**config.mk**
```make
export PLATFORM = sky130hd
export DESIGN_NAME = pingpong_buffer
export DESIGN_NICKNAME = d
export VERILOG_FILES = /design/src/logic/pingpong_pkg.sv /design/src/logic/sample_ram.sv /design/src/logic/swap_ctrl.sv /design/src/logic/read_sequencer.sv /design/src/logic/pingpong_buffer.sv
export SDC_FILE = /design/constraint.sdc
export NUM_CORES = 1
export LEC_CHECK = 0
export BUFFER_PORTS_ARGS = -buffer_cell sky130_fd_sc_hd__buf_2
export CORE_MARGIN = 5
export CORE_UTILIZATION = 60
export DETAILED_ROUTE_END_ITERATION = 6
export GPL_ROUTABILITY_DRIVEN = 0
export PLACE_DENSITY = 0.86
export SYNTH_ARGS = -nofsm -noshare
export SYNTH_HDL_FRONTEND = slang
export SYNTH_HIERARCHICAL = 1
export SYNTH_SLANG_ARGS = --single-unit
```
**constraint.sdc**
```tcl
create_clock -name clk_i -period 3.75 [get_ports clk_i]
set_clock_uncertainty 0.1 [all_clocks]
set_input_delay 0.375 -clock clk_i [delete_from_list [all_inputs] [get_ports clk_i]]
set_output_delay 0.375 -clock clk_i [all_outputs]
set_load 0.1 [all_outputs]
```
**src/logic/pingpong_pkg.sv**
```systemverilog
//==========================================================================
// Shared sizes, sample and status types and the swap FSM states of the
// ping-pong sample buffer. Modules refer to it by scoped names.
//==========================================================================
`default_nettype none

package pingpong_pkg;

    //======================================================================
    // Sizes
    //======================================================================
    localparam int DATA_W  = 16;               // Sample width in bits
    localparam int DEPTH   = 16;               // Samples per bank
    localparam int ADDR_W  = $clog2(DEPTH);    // Bank address bits
    localparam int COUNT_W = ADDR_W + 1;       // Extra bit so a count can hold DEPTH

    //======================================================================
    // Scalar types
    //======================================================================
    // One signed audio/ADC style sample
    typedef logic signed [DATA_W-1:0] sample_t;

    typedef logic [ADDR_W-1:0]  addr_t;        // Address inside one bank
    typedef logic [COUNT_W-1:0] count_t;       // Fill level or read position

    //======================================================================
    // Grouped signals
    //======================================================================
    // One write into a bank, sent as a single word
    typedef struct packed {
        logic    en;                           // Write strobe
        addr_t   addr;                         // Target location
        sample_t data;                         // Sample to store
    } bank_wr_t;

    // Status word seen from outside
    typedef struct packed {
        count_t write_count;                   // Samples in the write bank
        count_t read_count;                    // Samples taken from the read bank
    } status_t;

    //======================================================================
    // Swap FSM
    //======================================================================
    typedef enum logic [1:0] {
        WRITING,                               // First fill, nothing to read yet
        SWAP_PENDING,                          // Write bank full, swap next edge
        READING                                // Reader owns the filled bank
    } swap_state_t;

endpackage

`default_nettype wire

```
**src/logic/sample_ram.sv**
```systemverilog
//==========================================================================
// One bank of the buffer. Clocked write from a bank write word,
// combinational read so the reader sees data with no latency.
//==========================================================================
`timescale 1ns/1ps
`default_nettype none

module sample_ram (
    input  logic                  clk_i,      // System clock
    input  pingpong_pkg::bank_wr_t wr_i,       // Write strobe, address, sample
    input  pingpong_pkg::addr_t   rd_addr_i,  // Read location
    output pingpong_pkg::sample_t rd_data_o   // Sample at rd_addr_i
);

    // Storage, no reset on contents
    pingpong_pkg::sample_t mem_q [pingpong_pkg::DEPTH];

    //======================================================================
    // Write port
    //======================================================================
    always_ff @(posedge clk_i) begin
        if (wr_i.en) begin
            mem_q[wr_i.addr] <= wr_i.data;    // Store on strobe only
        end
    end

    //======================================================================
    // Read port
    //======================================================================
    // Asynchronous read, maps to distributed RAM
    assign rd_data_o = mem_q[rd_addr_i];

endmodule

`default_nettype wire

```
**src/logic/swap_ctrl.sv**
```systemverilog
//==========================================================================
// Write side of the ping-pong buffer: write handshake, fill count, bank
// select and the swap FSM that hands a full bank to the read side.
//==========================================================================
`timescale 1ns/1ps
`default_nettype none

module swap_ctrl (
    input  logic                     clk_i,          // System clock
    input  logic                     rst_ni,         // Sync reset, active low
    input  pingpong_pkg::sample_t    write_data_i,   // Incoming sample
    input  logic                     write_valid_i,  // Writer has a sample
    output logic                     write_ready_o,  // Room in write bank
    output pingpong_pkg::bank_wr_t   bank0_wr_o,     // Write word to bank 0
    output pingpong_pkg::bank_wr_t   bank1_wr_o,     // Write word to bank 1
    output logic                     swap_o,         // One cycle, bank handed over
    output logic                     read_bank_o,    // Bank owned by reader
    output logic                     reading_o,      // FSM in READING
    output pingpong_pkg::count_t     write_count_o   // Fill level of write bank
);

    //======================================================================
    // State and registers
    //======================================================================
    pingpong_pkg::swap_state_t state_q, state_d;

    pingpong_pkg::addr_t   write_addr_q;   // Next free location
    pingpong_pkg::count_t  write_count_q;  // Samples in write bank
    logic                  write_bank_q;   // 0 = bank 0 is written
    logic                  read_bank_q;
    logic                  ready_q;
    logic                  swap_q;
    logic                  reading_q;

    // Registered bank write, strobes reset and payload not
    logic                  wr_en0_q;
    logic                  wr_en1_q;
    pingpong_pkg::addr_t   wr_addr_q;
    pingpong_pkg::sample_t wr_data_q;

    logic                  write_accept;   // Valid and ready this cycle
    logic                  full;

    assign write_accept = write_valid_i && ready_q;
    assign full         = (write_count_q == pingpong_pkg::count_t'(pingpong_pkg::DEPTH));

    //======================================================================
    // Swap FSM, next state
    //======================================================================
    always_comb begin
        state_d = state_q;                 // Hold by default
        case (state_q)
            pingpong_pkg::WRITING: begin
                if (full) state_d = pingpong_pkg::SWAP_PENDING;
            end
            pingpong_pkg::SWAP_PENDING: begin
                state_d = pingpong_pkg::READING;   // Always one cycle
            end
            pingpong_pkg::READING: begin
                // Other bank full again
                if (full) state_d = pingpong_pkg::SWAP_PENDING;
            end
            default: state_d = pingpong_pkg::WRITING;
        endcase
    end

    //======================================================================
    // Control registers
    //======================================================================
    always_ff @(posedge clk_i) begin
        if (!rst_ni) begin
            state_q       <= pingpong_pkg::WRITING;
            write_addr_q  <= '0;
            write_count_q <= '0;
            write_bank_q  <= 1'b0;         // Bank 0 filled first
            read_bank_q   <= 1'b1;
            ready_q       <= 1'b1;
            swap_q        <= 1'b0;
            reading_q     <= 1'b0;
            wr_en0_q      <= 1'b0;
            wr_en1_q      <= 1'b0;
        end else begin
            state_q   <= state_d;
            reading_q <= (state_d == pingpong_pkg::READING);
            swap_q    <= (state_q == pingpong_pkg::SWAP_PENDING);  // Pulse at swap edge

            // Steer an accepted write to the selected bank only
            wr_en0_q <= write_accept && !write_bank_q;
            wr_en1_q <= write_accept && write_bank_q;

            if (state_q == pingpong_pkg::SWAP_PENDING) begin
                read_bank_q   <= write_bank_q;     // Filled bank to reader
                write_bank_q  <= ~write_bank_q;
                write_addr_q  <= '0;
                write_count_q <= '0;
                ready_q       <= 1'b1;             // Empty bank takes writes again
            end else if (write_accept) begin
                write_addr_q  <= write_addr_q + pingpong_pkg::addr_t'(1);
                write_count_q <= write_count_q + pingpong_pkg::count_t'(1);
                // Drop ready on the edge that takes the last sample
                ready_q       <= (write_count_q + pingpong_pkg::count_t'(1))
                                 < pingpong_pkg::count_t'(pingpong_pkg::DEPTH);
            end
        end
    end

    // Payload of the delayed bank write
    always_ff @(posedge clk_i) begin
        wr_addr_q <= write_addr_q;
        wr_data_q <= write_data_i;
    end

    //======================================================================
    // Outputs
    //======================================================================
    assign bank0_wr_o = pingpong_pkg::bank_wr_t'{en: wr_en0_q, addr: wr_addr_q, data: wr_data_q};
    assign bank1_wr_o = pingpong_pkg::bank_wr_t'{en: wr_en1_q, addr: wr_addr_q, data: wr_data_q};

    assign write_ready_o = ready_q;
    assign swap_o        = swap_q;
    assign read_bank_o   = read_bank_q;
    assign reading_o     = reading_q;
    assign write_count_o = write_count_q;

endmodule

`default_nettype wire

```
**src/logic/read_sequencer.sv**
```systemverilog
//==========================================================================
// Read side of the ping-pong buffer. Walks the bank handed over by the
// swap FSM through a valid/ready stream, zero latency from the bank.
//==========================================================================
`timescale 1ns/1ps
`default_nettype none

module read_sequencer (
    input  logic                  clk_i,         // System clock
    input  logic                  rst_ni,        // Sync reset, active low
    input  logic                  swap_i,        // New bank ready pulse
    input  logic                  read_bank_i,   // Bank owned by reader
    input  logic                  reading_i,     // Swap FSM in READING
    input  logic                  read_ready_i,  // Reader takes a sample
    input  pingpong_pkg::sample_t bank0_data_i,  // Read data of bank 0
    input  pingpong_pkg::sample_t bank1_data_i,  // Read data of bank 1
    output pingpong_pkg::addr_t   rd_addr_o,     // Shared read address
    output pingpong_pkg::sample_t read_data_o,   // Sample at current position
    output logic                  read_valid_o,  // Sample available
    output pingpong_pkg::count_t  read_count_o   // Samples taken so far
);

    //======================================================================
    // Registers
    //======================================================================
    pingpong_pkg::addr_t  rd_addr_q;
    pingpong_pkg::count_t read_count_q;
    logic                 valid_q;

    // Position as seen this cycle
    pingpong_pkg::addr_t  addr_cur;
    pingpong_pkg::count_t pos_cur;
    logic                 valid_cur;
    logic                 last_read;
    logic                 read_accept;

    //======================================================================
    // Current position
    //======================================================================
    // Swap pulse restarts at 0 in the same cycle it is shown
    assign addr_cur  = swap_i ? '0 : rd_addr_q;
    assign pos_cur   = swap_i ? '0 : read_count_q;
    assign valid_cur = swap_i || valid_q;

    // Nothing offered while the FSM swaps banks
    assign read_valid_o = valid_cur && reading_i;
    assign read_accept  = read_valid_o && read_ready_i;

    assign last_read = (pos_cur == pingpong_pkg::count_t'(pingpong_pkg::DEPTH - 1));

    //======================================================================
    // Position update
    //======================================================================
    always_ff @(posedge clk_i) begin
        if (!rst_ni) begin
            rd_addr_q    <= '0;
            read_count_q <= '0;
            valid_q      <= 1'b0;          // Nothing to read before first swap
        end else if (read_accept) begin
            rd_addr_q    <= addr_cur + pingpong_pkg::addr_t'(1);
            read_count_q <= pos_cur + pingpong_pkg::count_t'(1);
            valid_q      <= !last_read;    // Bank drained, wait for next swap
        end else begin
            // Latch a restart, otherwise hold
            rd_addr_q    <= addr_cur;
            read_count_q <= pos_cur;
            valid_q      <= valid_cur;
        end
    end

    //======================================================================
    // Outputs
    //======================================================================
    assign rd_addr_o    = addr_cur;        // Same address to both banks
    assign read_count_o = pos_cur;

    // Pick the reader's bank, zero outside READING
    always_comb begin
        if (!reading_i) begin
            read_data_o = '0;
        end else if (read_bank_i) begin
            read_data_o = bank1_data_i;
        end else begin
            read_data_o = bank0_data_i;
        end
    end

endmodule

`default_nettype wire

```
**src/logic/pingpong_buffer.sv**
```systemverilog
//==========================================================================
// Top level of the two-bank ping-pong sample buffer. A writer fills one
// bank while a reader drains the other, buffer_ready_o marks each swap.
//==========================================================================
`timescale 1ns/1ps
`default_nettype none

module pingpong_buffer (
    input  logic                  clk_i,           // System clock
    input  logic                  rst_ni,          // Sync reset, active low
    // Write stream
    input  pingpong_pkg::sample_t write_data_i,
    input  logic                  write_valid_i,
    output logic                  write_ready_o,
    // Read stream
    output pingpong_pkg::sample_t read_data_o,
    output logic                  read_valid_o,
    input  logic                  read_ready_i,
    // Status
    output logic                  buffer_ready_o,  // One cycle per filled bank
    output pingpong_pkg::status_t status_o
);

    //======================================================================
    // Internal wires
    //======================================================================
    pingpong_pkg::bank_wr_t bank0_wr;
    pingpong_pkg::bank_wr_t bank1_wr;
    pingpong_pkg::addr_t    rd_addr;         // Shared by both banks
    pingpong_pkg::sample_t  bank0_data;
    pingpong_pkg::sample_t  bank1_data;
    pingpong_pkg::count_t   write_count;
    pingpong_pkg::count_t   read_count;
    logic                   read_bank;
    logic                   reading;

    //======================================================================
    // Write side and swap FSM
    //======================================================================
    swap_ctrl u_swap_ctrl (
        .clk_i         (clk_i),
        .rst_ni        (rst_ni),
        .write_data_i  (write_data_i),
        .write_valid_i (write_valid_i),
        .write_ready_o (write_ready_o),
        .bank0_wr_o    (bank0_wr),
        .bank1_wr_o    (bank1_wr),
        .swap_o        (buffer_ready_o),     // Swap pulse is the ready pulse
        .read_bank_o   (read_bank),
        .reading_o     (reading),
        .write_count_o (write_count)
    );

    //======================================================================
    // Read side
    //======================================================================
    read_sequencer u_read_sequencer (
        .clk_i        (clk_i),
        .rst_ni       (rst_ni),
        .swap_i       (buffer_ready_o),
        .read_bank_i  (read_bank),
        .reading_i    (reading),
        .read_ready_i (read_ready_i),
        .bank0_data_i (bank0_data),
        .bank1_data_i (bank1_data),
        .rd_addr_o    (rd_addr),
        .read_data_o  (read_data_o),
        .read_valid_o (read_valid_o),
        .read_count_o (read_count)
    );

    //======================================================================
    // Banks
    //======================================================================
    sample_ram u_bank0 (
        .clk_i     (clk_i),
        .wr_i      (bank0_wr),
        .rd_addr_i (rd_addr),
        .rd_data_o (bank0_data)
    );

    sample_ram u_bank1 (
        .clk_i     (clk_i),
        .wr_i      (bank1_wr),
        .rd_addr_i (rd_addr),
        .rd_data_o (bank1_data)
    );

    // Status word, fill level above read position
    assign status_o = pingpong_pkg::status_t'{write_count: write_count, read_count: read_count};

endmodule

`default_nettype wire

```
==> flow_metrics.py <==
metrics = {
    "routing": {
        "vias": 11000,
        "viasPerCell": 6.70,
        "drt_iter0_drc": 1629,
        "finalWirelength_um": 51400,
        "antenna_left": 0,
        "drt_pre_antenna_iters": 5,
        "drcViolationCount": 0,
        "wl_per_cell_um": 31.2,
    },
    "floorplan": {
        "core_area_um2": 35500,
        "fp.dieW_um": 199,
        "num_io_pins": 49,
        "die_h_um": 199,
        "dieArea_um2": 39800,
        "rows": 69,
        "start_util_pct": 60.6,
    },
    "layout": {
        "final_common_cell": "edfxtp_1",
        "fin_nets": 1169,
        "area_delta_synth_final_pct": 14.4,
        "fin_area_um2": 24600,
        "drive_above_1_share_pct": 28.0,
        "final_core_util_pct": 69.4,
        "insertedDiodeCount": 0,
        "layout_common_cells": "edfxtp_1, mux4_2, a22oi_1, clkbuf_16, dfxtp_1",
    },
    "clocking": {
        "clk_pin_slew_ns": 0.07,
        "cts_max_level": 2,
        "clock_sinks": 560,
        "cts_buffer_depth": 3,
        "cts-root-buf": "clkbuf_16",
        "worstSkewPairLatency_ns": 0.59,
        "cts_tree": "yes",
        "cts_buffers": 52,
    },
    "place": {
        "port_buffers": 48,
        "place_area_um2": 22600,
        "post-dp-hpwl_um": 26200,
    },
    "min_path": {
        "worstHoldStart": "write_valid_i",
        "hold_path_class": "in -> reg",
    },
    "synth": {
        "syn_avg_cell_area_um2": 20.8,
        "yosys_warnings": 6,
        "synth.distinct_cells": 39,
        "seq_area_frac_synth_pct": 75.9,
        "synth-main-ff-cell": "edfxtp_1",
        "synthesis.nets": 1063,
        "async_flop_share_pct": 0,
        "ys_seq_elements": 560,
        "synthCells": 1037,
        "synth_area_um2": 21500,
        "synth_edf_count": 512,
    },
    "grt": {
        "overflow": 0,
        "grt_pass1_vias": 11400,
        "grt.total_usage_pct": 26.3,
        "grt_pass1_wl_um": 75400,
        "grt_start_max_net_pins": 58,
        "antenna_found_initial": 0,
    },
    "sta": {
        "final-max-slew-violation-count": 0,
        "finalCritPeriodShare_pct": 99.8,
        "worst_pin_slew_ns": 1.16,
        "worst_hold_slack_ns": 0.0277,
        "relSlewSlack_pct": 22.6,
        "fin_crit_ns": 3.74,
        "rsz0062_at_grt": "true",
        "setup_viol": 0,
        "final-hold-violation-count": 0,
        "fmax_ghz": 0.267,
    },
    "critical_path": {
        "startpoint": "u_swap_ctrl/swap_o",
        "cp.required_ns": 3.27,
        "r2r-start": "u_swap_ctrl/swap_o",
        "path_max_fanout": 16,
        "critPathTopFamily": "simple AND/OR/NAND/NOR gates",
        "end_kind": "primary output",
        "path_class": "reg -> out",
        "start_kind": "flop",
        "crit_buf_inv": 3,
        "cp_slowest_cell": "and2_1",
        "slowest_delay_ns": 0.55,
        "crit_arrival_ns": 3.27,
        "cp_cell_sequence": "buf_4 > nor2b_2 > and2_1 > buf_4 > a22oi_1 > nand2_1 > mux2i_2 > nor2b_2 > buf_12",
    },
    "power_and_ir_drop": {
        "power.density_nw_per_um2": 497,
        "power_frac_clock_pct": 42.3,
        "p_sw_mw": 2.45,
        "ir_drop_mv": 0.317,
        "p_sw_share_pct": 20.1,
        "cellLeakagePower_nw": 7.92,
        "power_mw": 12.2,
        "intPower_mw": 9.78,
        "p_seq_share_pct": 56.7,
        "combPwrFrac_pct": 1.0,
    },
    "outcome": {
        "outcome": "finished, final reports clean",
    },
    "flow_run": {
        "timing.max_cap.violations": 0,
    },
}
==> Yosys cell counts, types with 6 or more instances <==
cell type	count	area share, %
edfxtp_1	512	71
mux4_2	108	11
a22oi_1	64	2.2
dfxtp_1	48	4.5
nand2_1	39	0.68
nor2_1	32	0.56
nor2b_1	31	0.90
buf_4	28	0.98
mux4_1	20	2.4
mux2i_1	19	0.88
clkbuf_1	18	0.31
nor3_1	11	0.26
buf_2	9	0.21
buf_6	9	0.47
nand3_1	9	0.21
a21oi_1	7	0.16
and2_1	7	0.20
buf_1	6	0.10
ha_1	6	0.35
inv_1	6	0.10
nand2b_1	6	0.17
o21ai_0	6	0.14
xnor2_1	6	0.24
==> final timing paths <==
path,to,cells past startpoint,slack (ns)
hold / removal,u_swap_ctrl/write_addr_q[1],3,0.03
hold reg to reg,u_swap_ctrl/wr_addr_q[3],0,0.26
setup / recovery,read_data_o[5],9,0.008
setup reg to reg,u_read_sequencer/rd_addr_q[2],8,1.48
==> worst min-delay path, delay by kind of cell <==
family,cells,cell delay (ns)
AND/OR/NAND/NOR,1,0.08
buffers and inverters,1,0.14
AO/OA/AOI/OAI,1,0.06
==> flip-flops by register name (all words and copies together), names as in the netlist, 2 cells and up <==
name / flops
u_bank0/mem_q: 256
u_swap_ctrl/write_count_o: 5
u_swap_ctrl/state_q: 2
u_swap_ctrl/wr_data_q: 16
u_read_sequencer/rd_addr_q: 4
u_read_sequencer/read_count_q: 5
u_swap_ctrl/write_addr_q: 4
u_swap_ctrl/wr_addr_q: 4
u_bank1/mem_q: 256
==> repair_timing <==
item | in CTS | in global routing
gates cloned | 3 | 1
endpoints found under the setup margin | 8 | 16
hold buffers | 17 | 0
buffers inserted | 2 | 2
gates resized for setup | 3 | 18
endpoints found under the hold margin | 17 | 0
==> kinds of logic (layout without fill, tap and decap cells) <==
kind of cell / after synthesis / after routing / share of synthesized area, %
AOI/OAI and AO/OA: 87 / 87 / 2.97
xor gates and xnor gates: 9 / 9 / 0.366
adders and majority gates: 6 / 6 / 0.349
buffers and inverters: 76 / 226 / 2.18
DFF: 560 / 560 / 75.9
muxes: 147 / 147 / 14.6
and+or+nand+nor: 152 / 152 / 3.59
==> area by class of cell <==
cell class                      instances  area, µm²
Inverter                                6       22.5
Clock buffer                           67       1390
Tap cell                              461        577
Clock inverter                         31        253
Fill cell                            1961      10900
Multi-Input combinational cell        401       4860
Timing Repair Buffer                  122       1170
Sequential cell                       560      16300
==> per-stage QoR <==
stage / instances / setup TNS [ns] / setup WS [ns]
final: 1648 / 0 / 0.00787
after global routing: 1648 / -0.230 / -0.0406
after CTS: 1645 / 0 / 0.00844
after detailed placement: 1525 / 0 / 0.579
after global placement: 1525 / 0 / 0.627
after floorplan: 1037 / 0 / 0.0719
==> power by group through the flow <==
stage | Sequential, mW | Clock [mW] | Combinational (mW)
2_1_floorplan | 7.02 | 0 | 0.0865
3_3_place_gp | 7.07 | 0 | 0.0989
3_5_place_dp | 7.08 | 0 | 0.103
4_1_cts | 6.95 | 5.16 | 0.120
5_1_grt | 6.95 | 5.49 | 0.130
6_report | 6.94 | 5.17 | 0.123
==> per-layer routing <==
layer	routed length, µm	vias to the layer above	track usage [%]	part of all wire [%]
li1	-	4465	-	-
met1	18100	5684	35.4	35
met2	26400	759	45.3	51
met3	4950	129	4.15	9.6
met4	1920	0	8.25	3.7
met5	0	-	0	0
Power figures use the tool's default switching activity.
